`config.mk`:
```
export PLATFORM = sky130hd
export DESIGN_NAME = ICacheReplacer_flat
export DESIGN_NICKNAME = d
export VERILOG_FILES = /design/src/common/ICacheTypes.sv /design/src/common/ArrayWriteIf.sv /design/src/icache/ICacheReplacer.sv /design/src/flat_wrapper.sv
export SDC_FILE = /design/constraint.sdc
export NUM_CORES = 1
export LEC_CHECK = 0
export BUFFER_PORTS_ARGS = -buffer_cell sky130_fd_sc_hd__buf_2
export CORE_AREA = 4 4 115 117
export CTS_BUF_LIST = sky130_fd_sc_hd__clkbuf_4
export CTS_CLUSTER_SIZE = 8
export DETAILED_ROUTE_END_ITERATION = 6
export DIE_AREA = 0 0 119 121
export GPL_ROUTABILITY_DRIVEN = 0
export PLACE_DENSITY = 0.72
export SETUP_SLACK_MARGIN = 0.15
export SLEW_MARGIN = 20
export SYNTH_ARGS = -nofsm -noshare
export SYNTH_HDL_FRONTEND = slang
export SYNTH_SLANG_ARGS = --single-unit
```
`constraint.sdc`:
```
create_clock -name clk -period 7 [get_ports clk]
set_input_delay 0.35 -clock clk [delete_from_list [all_inputs] [get_ports clk]]
set_output_delay 0.35 -clock clk [all_outputs]
set_load 0.01 [all_outputs]
```
`src/common/ICacheTypes.sv`:
```
`default_nettype none

package ICacheTypes;

    // Cache geometry
    localparam int FetchAddrWidth = 16;
    localparam int WordWidth = 32;
    localparam int WordsPerLine = 4;
    localparam int OffsetWidth = 4;
    localparam int IndexWidth = 6;
    localparam int TagWidth = 6;

    // Tag and index together address one line in memory
    localparam int LineAddrWidth = TagWidth + IndexWidth;
    localparam int LineWidth = WordsPerLine * WordWidth;

    // Byte address seen by the fetch port
    typedef logic [FetchAddrWidth-1:0] FetchAddr;

    typedef logic [WordWidth-1:0] Word;
    typedef logic [TagWidth-1:0] Tag;
    typedef logic [IndexWidth-1:0] LineIndex;

    // Tag in the upper bits, index in the lower bits
    typedef logic [LineAddrWidth-1:0] LineAddr;

    // Word 0 sits in the lowest bits
    typedef logic [LineWidth-1:0] Line;

    // Refill sequence
    typedef enum logic [1:0] {
        Idle = 2'h0,
        Invalidate = 2'h1,
        ReadMemory = 2'h2,
        WriteLine = 2'h3
    } RefillState;

endpackage

`default_nettype wire

```
`src/common/ArrayWriteIf.sv`:
```
`default_nettype none

// Write port from the refill engine into the cache array
interface ArrayWriteIf;
    import ICacheTypes::*;

    logic writeEnable;
    LineIndex writeIndex;
    logic writeValid;
    Tag writeTag;
    Line writeData;

    modport refill (
        output writeEnable, writeIndex, writeValid, writeTag, writeData
    );

    modport array (
        input writeEnable, writeIndex, writeValid, writeTag, writeData
    );

endinterface

`default_nettype wire

```
`src/icache/ICacheReplacer.sv`:
```
`default_nettype none

module ICacheReplacer (
    input  logic                 clk,
    input  logic                 rst,

    // Request from the fetch unit
    input  logic                 refillStart,
    input  ICacheTypes::LineAddr refillAddr,
    output logic                 refillDone,

    // Cache array write port
    ArrayWriteIf.refill          wr,

    // External memory
    output ICacheTypes::LineAddr memAddr,
    output logic                 memReadEnable,
    input  logic                 memReadDone,
    input  ICacheTypes::Line     memReadValue
);
    import ICacheTypes::*;

    RefillState state;
    RefillState nextState;

    // Line being refilled and the data fetched for it
    LineAddr missAddr;
    Line lineBuf;

    always_comb begin
        nextState = state;
        unique case (state)
            Idle: begin
                if (refillStart) begin
                    nextState = Invalidate;
                end
            end
            Invalidate: begin
                nextState = ReadMemory;
            end
            ReadMemory: begin
                if (memReadDone) begin
                    nextState = WriteLine;
                end
            end
            WriteLine: begin
                nextState = Idle;
            end
            default: begin
                nextState = Idle;
            end
        endcase
    end

    always_ff @(posedge clk) begin
        if (rst) begin
            state <= Idle;
        end else begin
            state <= nextState;
        end
    end

    always_ff @(posedge clk) begin
        if (state == Idle && refillStart) begin
            missAddr <= refillAddr;
        end
        if (state == ReadMemory && memReadDone) begin
            lineBuf <= memReadValue;
        end
    end

    // Invalidate first, so a half-filled line never looks valid
    assign wr.writeEnable = (state == Invalidate) || (state == WriteLine);
    assign wr.writeValid = (state == WriteLine);
    assign wr.writeIndex = missAddr[IndexWidth-1:0];
    assign wr.writeTag = missAddr[LineAddrWidth-1:IndexWidth];
    assign wr.writeData = lineBuf;

    assign memAddr = missAddr;
    assign memReadEnable = (state == ReadMemory);

    // Line lands in the array on the same edge
    assign refillDone = (state == WriteLine);

endmodule

`default_nettype wire

```
`src/flat_wrapper.sv`:
```
// flat-port wrapper written by rule: the top's interface ports become plain ports
module ICacheReplacer_flat import ICacheTypes::*;
  (clk, rst, refillStart, refillAddr, refillDone, memAddr, memReadEnable, memReadDone, memReadValue, wr_writeEnable, wr_writeIndex, wr_writeValid, wr_writeTag, wr_writeData);
  ArrayWriteIf wr_i ();
  input  logic clk;
  input  logic rst;
  input  logic refillStart;
  input  ICacheTypes::LineAddr refillAddr;
  output logic refillDone;
  output ICacheTypes::LineAddr memAddr;
  output logic memReadEnable;
  input  logic memReadDone;
  input  ICacheTypes::Line memReadValue;
  output wire logic [$bits(wr_i.writeEnable)-1:0] wr_writeEnable;
  output wire logic [$bits(wr_i.writeIndex)-1:0] wr_writeIndex;
  output wire logic [$bits(wr_i.writeValid)-1:0] wr_writeValid;
  output wire logic [$bits(wr_i.writeTag)-1:0] wr_writeTag;
  output wire logic [$bits(wr_i.writeData)-1:0] wr_writeData;
  assign wr_writeEnable = wr_i.writeEnable;
  assign wr_writeIndex = wr_i.writeIndex;
  assign wr_writeValid = wr_i.writeValid;
  assign wr_writeTag = wr_i.writeTag;
  assign wr_writeData = wr_i.writeData;
  ICacheReplacer u_core (.clk(clk), .rst(rst), .refillStart(refillStart), .refillAddr(refillAddr), .refillDone(refillDone), .wr(wr_i), .memAddr(memAddr), .memReadEnable(memReadEnable), .memReadDone(memReadDone), .memReadValue(memReadValue));
endmodule
```
==> out/summary.txt, run 1 <==
DP Worst Slack = 4420 ps
Longest Clk Path Bufs = 2
Syn Nets = 324
Post CTS Setup Buffer Count = 0
Yosys top cell area share = 93.3%
largest cells by area after synthesis = edfxtp_1 (93%), buf_4 (2.2%), ha_1 (1.7%)
top cells by count, synth = edfxtp_1 (140), buf_4 (13), ha_1 (6)
status = aborted with a tool error
flops & latches, synth = 142
EDFF count, synth = 140
ys async rst share = 0%
cts bufs inserted = 17
area of the mapped netlist = 4500 µm²
Synth area leader = edfxtp_1
register area share after synthesis = 94.2%
H-Tree Depth = 4
# rows = 41
die height = 121 µm
hold buffer count at CTS = 133
CTS Sinks = 142
synthesized area per cell = 25.9 µm²
Initial Util = 36.4%
CTS root buf = clkbuf_4
Primary FF master, synth = edfxtp_1
failing step = 4_1_cts
Syn Inst Count = 174
post-cts sizing count = 0
First Err = [ERROR RSZ-0060] Max buffer count reached.
DP Wirelength = 8810 µm
cell with the most instances after synthesis = edfxtp_1
synth warn = 0
I/O Buffers = 299
placed insts = 633
Top Ports = 300
Die Wd = 119 µm
synth unique cells = 14
[cells by family after synthesis]
family | share of synthesized area (%)
flops | 94.2
buf+inv | 2.33
simple gates | 1.44
compound gates | 0.333
fa+ha+maj | 1.67
[per-stage QoR]
step / utilization, % / instance area (µm²) / hold WS (ps)
detailed placement: 49.6 / 6130 / 528
floorplan: - / 4500 / 449
global placement: 49.6 / 6130 / 526
==> run 2: changes to the inputs <==
--- a/config.mk
+++ b/config.mk
@@ -6,14 +6,11 @@
 export NUM_CORES = 1
 export LEC_CHECK = 0
 export BUFFER_PORTS_ARGS = -buffer_cell sky130_fd_sc_hd__buf_2
-export CORE_AREA = 4 4 115 117
-export CTS_BUF_LIST = sky130_fd_sc_hd__clkbuf_4
-export CTS_CLUSTER_SIZE = 8
+export CORE_MARGIN = 4
+export CORE_UTILIZATION = 30
 export DETAILED_ROUTE_END_ITERATION = 6
-export DIE_AREA = 0 0 119 121
 export GPL_ROUTABILITY_DRIVEN = 0
-export PLACE_DENSITY = 0.72
-export SETUP_SLACK_MARGIN = 0.15
+export PLACE_DENSITY_LB_ADDON = 0.15
 export SLEW_MARGIN = 20
 export SYNTH_ARGS = -nofsm -noshare
 export SYNTH_HDL_FRONTEND = slang
==> out/summary.txt, run 2 <==
count of final hold-check violations = 0
synth unique cells = 14
max_cap viols = 0
Post-Route Setup TNS = 0 ps
minimum clock period = 2590 ps
DP Wirelength = 9160 µm
flops & latches, synth = 142
Tightest Pin Transition = 861 ps
Crit Path Category = flop to flop
post-cts sizing count = 0
Power Density = 342 nW/µm²
cell leakage power = 2.83 nW
pin count of the biggest net entering global routing = 70
drt total wl = 11800 µm
cell with the most instances after synthesis = edfxtp_1
Die Area = 17000 µm²
achievable clock frequency = 386 MHz
top cells by count, synth = edfxtp_1 (140), buf_4 (13), ha_1 (6)
Slew Limit Fails = 0
Initial Util = 30.8%
commonest non-fill, non-tap cell in the layout = buf_2
Slew headroom = 42.6%
Area Overhead vs Synth = 48.7%
Crit path required time = 7030 ps
Worst Setup Start Kind = flop
synth warn = 0
CTS root buf = clkbuf_16
Primary FF master, synth = edfxtp_1
layout cell share with drive strength beyond 1 = 66.9%
first drt pass iteration count = 4
CP endpoint kind = flop
Longest Clk Path Bufs = 2
cts bufs inserted = 17
area of the mapped netlist = 4500 µm²
largest cells by area after synthesis = edfxtp_1 (93%), buf_4 (2.2%), ha_1 (1.7%)
CTS tree = yes
die height = 131 µm
antenna violations before repair = 1
Vias/cell = 4.09
register area share after synthesis = 94.2%
hold buffer count at CTS = 0
Filler cells = 1316
vias in the first global route = 2788
Total Routing Usage GR = 13.0%
skew final = 7.49 ps
Final #Nets = 630
Largest register FFs = 128
period utilization = 37.0%
H-Tree Depth = 4
Die Wd = 131 µm
Yosys top cell area share = 93.3%
critical path fanouts, max = 69
design area = 6700 µm²
most frequent cells in the layout = buf_2 (299), edfxtp_1 (140), clkbuf_16 (17)
Routed Antenna Nets = 0
clock slew at reported path FFs = 60 ps
Worst-Skew Late Latency = 410 ps
I/O Buffers = 299
Arr. time, crit path = 2630 ps
Area after DPL = 6140 µm²
Synth area leader = edfxtp_1
grt total ovfl = 0
Post CTS Setup Buffer Count = 0
n_diodes = 0
VDD IR-drop max = 0.000170 V
first-pass GRT wire length = 16000 µm
# rows = 44
vias = 2772
status = complete, no violations
flop-to-flop setup slack = 4410 ps
Syn Inst Count = 174
CTS Sinks = 142
EDFF count, synth = 140
synthesized area per cell = 25.9 µm²
Syn Nets = 324
Top Ports = 300
DR WL/cell = 17.5 µm
core area = 14600 µm²
hold crit path type = input port to flop
Post-route DRC = 0
Initial DRC Count = 174
ys async rst share = 0%
Final setup viols = 0
unrepaired setup endpoints after global routing = no
## run 2: cell counts after synthesis
Identical to the previous run, type by type.
## run 2: stage by stage
| stage | hold WS, ps | util (%) | setup slack, ps | std cells | power [mW] |
|---|---|---|---|---|---|
| floorplan | 449 | - | 2970 | 174 | 1.31 |
| global placement | 527 | 42.0 | 4460 | 645 | 1.46 |
| detailed placement | 528 | 42.0 | 4390 | 645 | 1.47 |
| CTS | 84.8 | 45.7 | 4370 | 677 | 2.33 |
| global route | 83.5 | 45.7 | 4190 | 677 | 2.40 |
| finish | 111 | 45.7 | 4410 | 677 | 2.29 |
## run 2: final timing paths
check,cells after the start,end,start
setup / recovery,4,u_core.wr.writeData[68]$_DFFE_PP_,u_core.state[0]$_SDFFE_PP0P_
hold / removal,1,u_core.memAddr[2]$_DFFE_PP_,refillAddr[2]
setup reg to reg,4,u_core.wr.writeData[68]$_DFFE_PP_,u_core.state[0]$_SDFFE_PP0P_
hold reg to reg,2,u_core.state[1]$_SDFFE_PP0P_,u_core.state[1]$_SDFFE_PP0P_
## run 2: where the power goes
group | switching (mW) | total, mW | leakage [nW] | internal (mW)
logic | 0.206 | 0.333 | 1.27 | 0.127
clock network | 0.331 | 0.850 | 0.265 | 0.518
registers | 0.0302 | 1.11 | 1.29 | 1.08
total | 0.568 | 2.29 | 2.83 | 1.72
## run 2: kinds of logic (layout without fill, tap and decap cells)
group / Yosys count / in the layout / synth area share, %
compound gates: 2 / 2 / 0.333
simple gates: 9 / 9 / 1.44
buf+inv: 15 / 334 / 2.33
fa+ha+maj: 6 / 6 / 1.67
flops: 142 / 142 / 94.2
## run 2: worst max-delay path, stage by stage (launching register included)
cell,delay (ps)
dfxtp_1,320
inv_1,150
ha_1,190
and2_4,650
buf_4,790
## run 2: routing by layer
layer / wire length (µm) / vias up / track usage [%]
li1: - / 1282 / -
met1: 3890 / 1292 / 13.2
met2: 5990 / 178 / 21.6
met3: 1760 / 18 / 7.72
met4: 168 / 2 / 5.44
met5: 13 / - / 0
## run 2: area by class of cell
| type | instances | area [µm²] | area share [%] |
|---|---|---|---|
| clock inverter | 13 | 123 | 1.83 |
| tap | 184 | 230 | 3.44 |
| timing repair buffer | 300 | 1500 | 22.5 |
| clock buffer | 19 | 433 | 6.46 |
| inverter | 2 | 7.51 | 0.112 |
| sequential | 142 | 4240 | 63.4 |
| multi-input combinational | 17 | 158 | 2.35 |
No activity file was read; power rests on OpenSTA's default activity.
==> run 3: changes to the inputs <==
==> constraint.sdc (replaced) <==
create_clock -name clk -period 2.2 [get_ports clk]
set_input_delay 0.11 -clock clk [delete_from_list [all_inputs] [get_ports clk]]
set_output_delay 0.11 -clock clk [all_outputs]
set_load 0.01 [all_outputs]
==> out/summary.txt, run 3 <==
H-Tree Depth = 4
area of the mapped netlist = 4500 µm²
Die Wd = 131 µm
die height = 131 µm
Syn Inst Count = 174
EDFF count, synth = 140
Top Ports = 300
top cells by count, synth = edfxtp_1 (140), buf_4 (13), ha_1 (6)
failing step = 4_1_cts
status = aborted with a tool error
Post CTS Setup Buffer Count = 0
DP Wirelength = 9470 µm
CTS Sinks = 142
Synth area leader = edfxtp_1
post-cts sizing count = 0
Longest Clk Path Bufs = 2
register area share after synthesis = 94.2%
Yosys top cell area share = 93.3%
hold buffer count at CTS = 137
I/O Buffers = 299
largest cells by area after synthesis = edfxtp_1 (93%), buf_4 (2.2%), ha_1 (1.7%)
Syn Nets = 324
synthesized area per cell = 25.9 µm²
# rows = 44
ys async rst share = 0%
Primary FF master, synth = edfxtp_1
flops & latches, synth = 142
Initial Util = 30.8%
cts bufs inserted = 17
synth warn = 0
synth unique cells = 14
First Err = [ERROR RSZ-0060] Max buffer count reached.
CTS root buf = clkbuf_16
cell with the most instances after synthesis = edfxtp_1
[run 3: cell counts after synthesis]
No cell type changed its count.
[run 3: stage by stage]
step	utilization [%]	worst slack (ps)	instance area [µm²]	instances	hold WS (ps)
floorplan	-	242	4510	174	209
global placement	42.3	605	6200	647	287
detailed placement	42.3	551	6200	647	288
[run 3: cells by family after synthesis]
family                   synth area share (%)
AND/OR/NAND/NOR                          1.44
AO/OA/AOI/OAI                           0.333
flip-flops                               94.2
buffers and inverters                    2.33
adder cells (fa/ha/maj)                  1.67
