[src/common/ICacheTypes.sv]
`default_nettype none

package ICacheTypes;

    // Cache geometry
    localparam int FetchAddrWidth = 16;
    localparam int WordWidth = 32;
    localparam int WordsPerLine = 4;
    localparam int OffsetWidth = 4;
    localparam int IndexWidth = 6;
    localparam int TagWidth = 6;

    // Tag and index together address one line in memory
    localparam int LineAddrWidth = TagWidth + IndexWidth;
    localparam int LineWidth = WordsPerLine * WordWidth;

    // Byte address seen by the fetch port
    typedef logic [FetchAddrWidth-1:0] FetchAddr;

    typedef logic [WordWidth-1:0] Word;
    typedef logic [TagWidth-1:0] Tag;
    typedef logic [IndexWidth-1:0] LineIndex;

    // Tag in the upper bits, index in the lower bits
    typedef logic [LineAddrWidth-1:0] LineAddr;

    // Word 0 sits in the lowest bits
    typedef logic [LineWidth-1:0] Line;

    // Refill sequence
    typedef enum logic [1:0] {
        Idle = 2'h0,
        Invalidate = 2'h1,
        ReadMemory = 2'h2,
        WriteLine = 2'h3
    } RefillState;

endpackage

`default_nettype wire

[src/common/ArrayReadIf.sv]
`default_nettype none

// Combinational lookup port used by the fetch unit
interface ArrayReadIf;
    import ICacheTypes::*;

    LineIndex readIndex;
    logic readValid;
    Tag readTag;
    Line readData;

    modport fetch (
        output readIndex,
        input  readValid, readTag, readData
    );

    modport array (
        input  readIndex,
        output readValid, readTag, readData
    );

endinterface

`default_nettype wire

[src/icache/ICacheFetch.sv]
`default_nettype none

module ICacheFetch (
    input  logic                  clk,
    input  logic                  rst,

    // Fetch request
    input  logic                  reqValid,
    output logic                  reqReady,
    input  ICacheTypes::FetchAddr reqAddr,

    // Fetch response
    output logic                  rspValid,
    input  logic                  rspReady,
    output ICacheTypes::Word      rspData,

    // Cache array lookup
    ArrayReadIf.fetch             rd,

    // Refill engine control
    output logic                  refillStart,
    output ICacheTypes::LineAddr  refillAddr,
    input  logic                  refillDone
);
    import ICacheTypes::*;

    // Address fields
    Tag reqTag;
    LineIndex reqIndex;
    logic [OffsetWidth-3:0] wordSel;

    logic hit;
    logic idle;
    logic accept;
    logic refilling;
    Word selectedWord;

    // Low two address bits are ignored
    assign reqTag = reqAddr[FetchAddrWidth-1 -: TagWidth];
    assign reqIndex = reqAddr[OffsetWidth +: IndexWidth];
    assign wordSel = reqAddr[OffsetWidth-1:2];

    assign rd.readIndex = reqIndex;
    assign hit = rd.readValid && (rd.readTag == reqTag);
    assign selectedWord = rd.readData[wordSel * WordWidth +: WordWidth];

    // Only one request in flight
    assign idle = !rspValid && !refilling;
    assign reqReady = idle && hit;
    assign accept = reqValid && reqReady;

    // Single pulse since refilling blocks a repeat
    assign refillStart = idle && reqValid && !hit;
    assign refillAddr = {reqTag, reqIndex};

    always_ff @(posedge clk) begin
        if (rst) begin
            refilling <= 1'b0;
        end else if (refillStart) begin
            refilling <= 1'b1;
        end else if (refillDone) begin
            // Retry lookup on the next cycle
            refilling <= 1'b0;
        end
    end

    // Response stays put until the consumer takes it
    always_ff @(posedge clk) begin
        if (rst) begin
            rspValid <= 1'b0;
        end else if (accept) begin
            rspValid <= 1'b1;
        end else if (rspReady) begin
            rspValid <= 1'b0;
        end
    end

    always_ff @(posedge clk) begin
        if (accept) begin
            rspData <= selectedWord;
        end
    end

endmodule

`default_nettype wire

[src/flat_wrapper.sv]
// flat-port wrapper written by rule: the top's interface ports become plain ports
module ICacheFetch_flat import ICacheTypes::*;
  (clk, rst, reqValid, reqReady, reqAddr, rspValid, rspReady, rspData, refillStart, refillAddr, refillDone, rd_readIndex, rd_readValid, rd_readTag, rd_readData);
  ArrayReadIf rd_i ();
  input  logic clk;
  input  logic rst;
  input  logic reqValid;
  output logic reqReady;
  input  ICacheTypes::FetchAddr reqAddr;
  output logic rspValid;
  input  logic rspReady;
  output ICacheTypes::Word rspData;
  output logic refillStart;
  output ICacheTypes::LineAddr refillAddr;
  input  logic refillDone;
  output wire logic [$bits(rd_i.readIndex)-1:0] rd_readIndex;
  input wire logic [$bits(rd_i.readValid)-1:0] rd_readValid;
  input wire logic [$bits(rd_i.readTag)-1:0] rd_readTag;
  input wire logic [$bits(rd_i.readData)-1:0] rd_readData;
  assign rd_readIndex = rd_i.readIndex;
  assign rd_i.readValid = rd_readValid;
  assign rd_i.readTag = rd_readTag;
  assign rd_i.readData = rd_readData;
  ICacheFetch u_core (.clk(clk), .rst(rst), .reqValid(reqValid), .reqReady(reqReady), .reqAddr(reqAddr), .rspValid(rspValid), .rspReady(rspReady), .rspData(rspData), .rd(rd_i), .refillStart(refillStart), .refillAddr(refillAddr), .refillDone(refillDone));
endmodule
[config.mk]
export PLATFORM = sky130hd
export DESIGN_NAME = ICacheFetch_flat
export DESIGN_NICKNAME = d
export VERILOG_FILES = /design/src/common/ICacheTypes.sv /design/src/common/ArrayReadIf.sv /design/src/icache/ICacheFetch.sv /design/src/flat_wrapper.sv
export SDC_FILE = /design/constraint.sdc
export NUM_CORES = 1
export LEC_CHECK = 0
export BUFFER_PORTS_ARGS = -buffer_cell sky130_fd_sc_hd__buf_2
export CAP_MARGIN = 20
export CORE_AREA = 3 3 80 82
export CTS_CLUSTER_SIZE = 24
export DETAILED_ROUTE_END_ITERATION = 6
export DIE_AREA = 0 0 83 85
export PLACE_DENSITY = 0.79
export SETUP_SLACK_MARGIN = 0.5
export SLEW_MARGIN = 10
export SYNTH_ARGS = -nofsm -noshare
export SYNTH_HDL_FRONTEND = slang
export SYNTH_SLANG_ARGS = --single-unit
[constraint.sdc]
create_clock -name clk -period 4.58 [get_ports clk]
set_input_delay 0.916 -clock clk [delete_from_list [all_inputs] [get_ports clk]]
set_output_delay 0.916 -clock clk [all_outputs]
set_load 0.02 [all_outputs]
==> Word level (Yosys, flattened, before mapping) <==
Index checks and enable logic that the tools add are counted.
{ "word_totals": {"register_bits": 34, "out_inout_bits": 53, "input_bits": 156} }
{ "op_classes": {"n_reduce_logical": 11, "n_eq_ne": 1, "shifts": 1, "mux": 4} }
{ "op_table": {"columns": ["cell", "n"], "rows": [
  ["variable part select 128 x 8 -> 32 bit", 1],
  ["== test 6 bit", 1],
  ["logical AND 1 bit", 6],
  ["2-to-1 mux 1 bit", 4],
  ["nonzero test 2 bit", 2],
  ["zero test 1 bit", 3]
]} }

==> Depth between registers and ports, before layout <==
{ "depth": {"ltp_word": 5, "mapped_depth": 4} }

==> Worst setup path after synthesis <==
No wires, ideal clock.
{ "synth_path": {"kind": "input to register", "start": "in reqAddr[13]", "end": "reg u_core.rspData[0], enable pin", "required_ns": 4.159, "t_arrival_ns": 2.993, "setup_time_ns": 0.421, "slack_ns": 1.166, "path_stages": 3, "path_cell_list": "xor2_1 > or4_4 > nor2_1"} }
{ "synth_between": {"elab_chain_cells": 4} }
{ "synth_lines": {"columns": ["item", "line", "rtl"], "rows": [
  ["from (decl)", "flat_wrapper.sv:9", "input ICacheTypes::FetchAddr reqAddr;"],
  ["== test 6 bit", "ICacheFetch.sv:44", "assign hit = rd.readValid && (rd.readTag == reqTag);"],
  ["logical AND 1 bit", "ICacheFetch.sv:44", null],
  ["logical AND 1 bit", "ICacheFetch.sv:49", "assign reqReady = idle && hit;"],
  ["logical AND 1 bit", "ICacheFetch.sv:50", "assign accept = reqValid && reqReady;"],
  ["net u_core.accept", "ICacheFetch.sv:34", "logic accept;"],
  ["to (signal assigned)", "ICacheFetch.sv:80", "rspData <= selectedWord;"],
  ["to (decl)", "ICacheFetch.sv:15", "output ICacheTypes::Word rspData,"]
]} }
The timed path passes the listed nets, and every way through them passes these cells.
A chain may end at the register's enable or synchronous reset.

==> Final worst setup path <==
{ "layout_path": {"start": "in reqAddr[13]", "end": "out reqReady"} }
{ "layout_between": {"elab_chain_cells": 3} }
{ "layout_lines": {"columns": ["item", "line", "rtl"], "rows": [
  ["== test 6 bit", "ICacheFetch.sv:44", null],
  ["logical AND 1 bit", "ICacheFetch.sv:44", null],
  ["logical AND 1 bit", "ICacheFetch.sv:49", null],
  ["to (decl)", "flat_wrapper.sv:8", "output logic reqReady;"]
]} }
No other way between the ends.

==> results.txt <==
----------------------------------------------------
[Route]
  DRT Wirelength ... 6.48 mm
  Iteration count of the initial detailed-routing pass ... 4
  DRT antenna net count ... 0
  Via density ... 4.99
  DRC violations left ... 0
  Drt initial violations ... 36
  Routed len/inst ... 18.1 um
  Number of vias after detailed routing ... 1782

[CTS]
  TritonCTS clock tree ... built
  Post-CTS Repair Setup Buffers ... 0
  Total number of H-tree levels ... 2
  Number of clock sinks ... 34
  Post-cts gate resize count ... 0
  Root buffer cell ... sky130_fd_sc_hd__clkbuf_8
  Clock buffer count from CTS ... 5
  Cts-stage hold buffer count ... 0
  Reg clk slew, reported paths ... 0.06 ns
  Bufs on Longest Clock Path ... 2
  Clk Latency, worst-skew pair ... 0.28 ns

[Synthesis]
  Cells after Synth ... 110
  Syn nets ... 266
  Syn avg cell area ... 18.4 um2
  Post-synthesis xor/xnor area fraction ... 2.60%
  Post-synth design cell area ... 2020 um2
  Largest family of logic cells by synthesized area ... multiplexers
  Netlist cell types ... 16
  Biggest area consumer among synthesized cells ... sky130_fd_sc_hd__edfxtp_1
  Number of warnings printed during yosys synthesis ... 0
  Simple-gate share of the synthesized area ... 2.72%
  Adder-Cell Fraction of Synth Area ... 0%
  Part of the Yosys area used for sequential elements ... 49.5%
  Compound-gate portion of the synthesized area ... 1.05%
  Fraction of synthesized cell area taken by the top area cell type ... 47.5%
  Number of flip-flops and latches in the synthesized netlist ... 34
  Cell types occupying the most area after synthesis ... sky130_fd_sc_hd__edfxtp_1, sky130_fd_sc_hd__mux4_2, sky130_fd_sc_hd__buf_4
  Portion of netlist area occupied by mux cells ... 35.6%

[Die]
  Die area ... 7060 um2
  Num ports ... 209
  Effective utilization at floorplan ... 34.8%
  Placeable core region ... 5820 um2
  Row count ... 28
  DIE HEIGHT ... 85 um
  Width of the chip ... 83 um

[Timing]
  Max Clock Freq ... 0.333 GHz
  Final Hold Vio Count ... 0
  Final period util ... 65.6%
  Post-route setup slack ... 1.57 ns
  Setup clock skew after layout ... 0.00299 ns
  Post-Route Setup TNS ... 0 ns
  Unrepaired setup endpoints after global routing ... false
  Max-slew headroom ... 40.6%
  Max-slew violation total from the final report ... 0
  Final period demand of the worst path ... 3.01 ns
  Worst-margin pin slew ... 0.889 ns
  Endpoints failing setup ... 0

[Power]
  Logic pwr share ... 21.2%
  Reported leakage power ... 1.34 nW
  Power Internal ... 0.546 mW
  Part of the total power dissipated in sequential elements ... 49.6%
  Power share of the clock group ... 29.1%
  Net switching fraction of the power ... 21.9%
  Net switching power figure ... 0.153 mW
  Power density over cell area ... 234 nW/um2
  Largest vdd supply drop ... 111 uV

[Cells and area]
  Area growth from synthesis to final layout ... 47.5%
  Proportion of layout cells with a drive suffix above 1 ... 81.6%
  Diode count ... 0
  Final cell area excluding filler cells ... 2980 um2
  Net total in the final layout ... 437
  Final Core Density ... 51.3%
  Fill cells ... 528

[Flow run]
  Max_cap viols ... 0

[Global routing]
  Via count of the first global-routing pass ... 1897
  Total global routing overflow ... 0
  GRT Total Usage ... 18.0%
  Antenna violations before repair ... 0
  Pin count of the biggest net entering global routing ... 33
  First-pass GRT wire length ... 9.76 mm

[Setup path]
  Standard cell with the maximum stage delay on the critical path ... sky130_fd_sc_hd__or4_4
  Arrival time worst endpoint ... 2.09 ns
  CP Max Fanout ... 5
  Critical Setup Path Class ... in2out
  Type of origin of the critical path ... input pin
  Critical path required time ... 3.66 ns
  CP dominant cell by count ... sky130_fd_sc_hd__buf_2
  Delay of the slowest critical-path stage ... 0.58 ns
  Critical Path End Type ... output port
  Worst path cell trace ... buf_2, xor2_1, or4_4, nor3_1, buf_2

[Place]
  Cell area reported after detailed placement ... 2900 um2
  Placer congestion estimate ... 0.819
  Worst slack at placement ... 1.55 ns
  Post-detail-place hpwl ... 5.49 mm
  Port Buf Inserts ... 188

[Worst hold path]
  Hold WC Path Type ... reg2reg

[Status]
  Run status ... complete, no violations

----------------------------------------------------
cell usage after synthesis:
cell type                  count
sky130_fd_sc_hd__nor2b_1       1
sky130_fd_sc_hd__xor2_1        3
sky130_fd_sc_hd__nor3_1        1
sky130_fd_sc_hd__xnor2_1       3
sky130_fd_sc_hd__or4_4         1
sky130_fd_sc_hd__buf_2         2
sky130_fd_sc_hd__dfxtp_1       2
sky130_fd_sc_hd__mux4_2       32
sky130_fd_sc_hd__nor2_1        5
sky130_fd_sc_hd__edfxtp_1     32
sky130_fd_sc_hd__buf_4        20
sky130_fd_sc_hd__nand2_1       2
sky130_fd_sc_hd__buf_1         3
sky130_fd_sc_hd__a22o_1        1
sky130_fd_sc_hd__o31ai_2       1
sky130_fd_sc_hd__nand4_1       1
worst max-delay path, delay by kind of cell:
kind | cells | cell delay [ns]
xor gates and xnor gates | 1 | 0.15
and+or+nand+nor | 2 | 0.72
buffers and inverters | 2 | 0.30
cell usage in the layout, fill, tap and decap left out, drive strengths merged:
cell and n:
nand2 2, nor2 5, clkbuf 6, buf 189, mux4 32, or4 1
clkinv 2, nand4 1, nor2b 1, xor2 3, dfxtp 2, nor3 1
edfxtp 32, o31ai 1, xnor2 3, a22o 1
power groups by stage:
stage / registers [mW] / clock network [mW] / logic, mW
after floorplan: 0.354 / 0 / 0.0925
after global placement: 0.353 / 0 / 0.144
after detailed placement: 0.354 / 0 / 0.150
after CTS: 0.347 / 0.213 / 0.151
after global routing: 0.347 / 0.223 / 0.161
final: 0.347 / 0.203 / 0.148
cell type report:
class                      count  area [um2]  area share (%)
tap                           75        93.8            3.15
clock inverter                 2        8.76           0.294
multi-input combinational     51         857            28.7
clock buffer                   6        72.6            2.43
sequential                    34        1000            33.6
timing repair buffer         189         948            31.8
cell families (layout without fill, tap and decap cells):
family | count (synthesis) | count (layout)
compound gates | 2 | 2
simple gates | 11 | 11
buf+inv | 25 | 197
mux | 32 | 32
xor+xnor | 6 | 6
flops | 34 | 34
routing by layer:
layer	wire, um	vias to the layer above	track usage, %
li1	-	783	-
met1	2040	843	18.0
met2	3490	131	32.4
met3	682	25	6.80
met4	259	0	9.36
met5	0	-	0
through the flow:
step                      total power, mW  hold slack (ns)  cells
after CTS                           0.710            0.506    357
final                               0.699            0.502    357
after global routing                0.730            0.540    357
after floorplan                     0.447            0.466    110
after global placement              0.497            0.485    349
after detailed placement            0.504            0.496    349
flip-flops by register name, indices dropped and copies added (netlist names):
signal	flops
u_core.rspValid	1
u_core.rspData	32
u_core.refilling	1
path summary, 6_finish.rpt:
kind                            cells after the start                  to        startpoint  slack (ns)
worst max-delay path                                5            reqReady       reqAddr[13]        1.57
worst min-delay path                                2     u_core.rspValid   u_core.rspValid        0.50
worst max register to register                      3  u_core.rspData[18]  u_core.refilling        2.87
worst min register to register                      2     u_core.rspValid   u_core.rspValid        0.50
(Power assumes the default switching activity.)
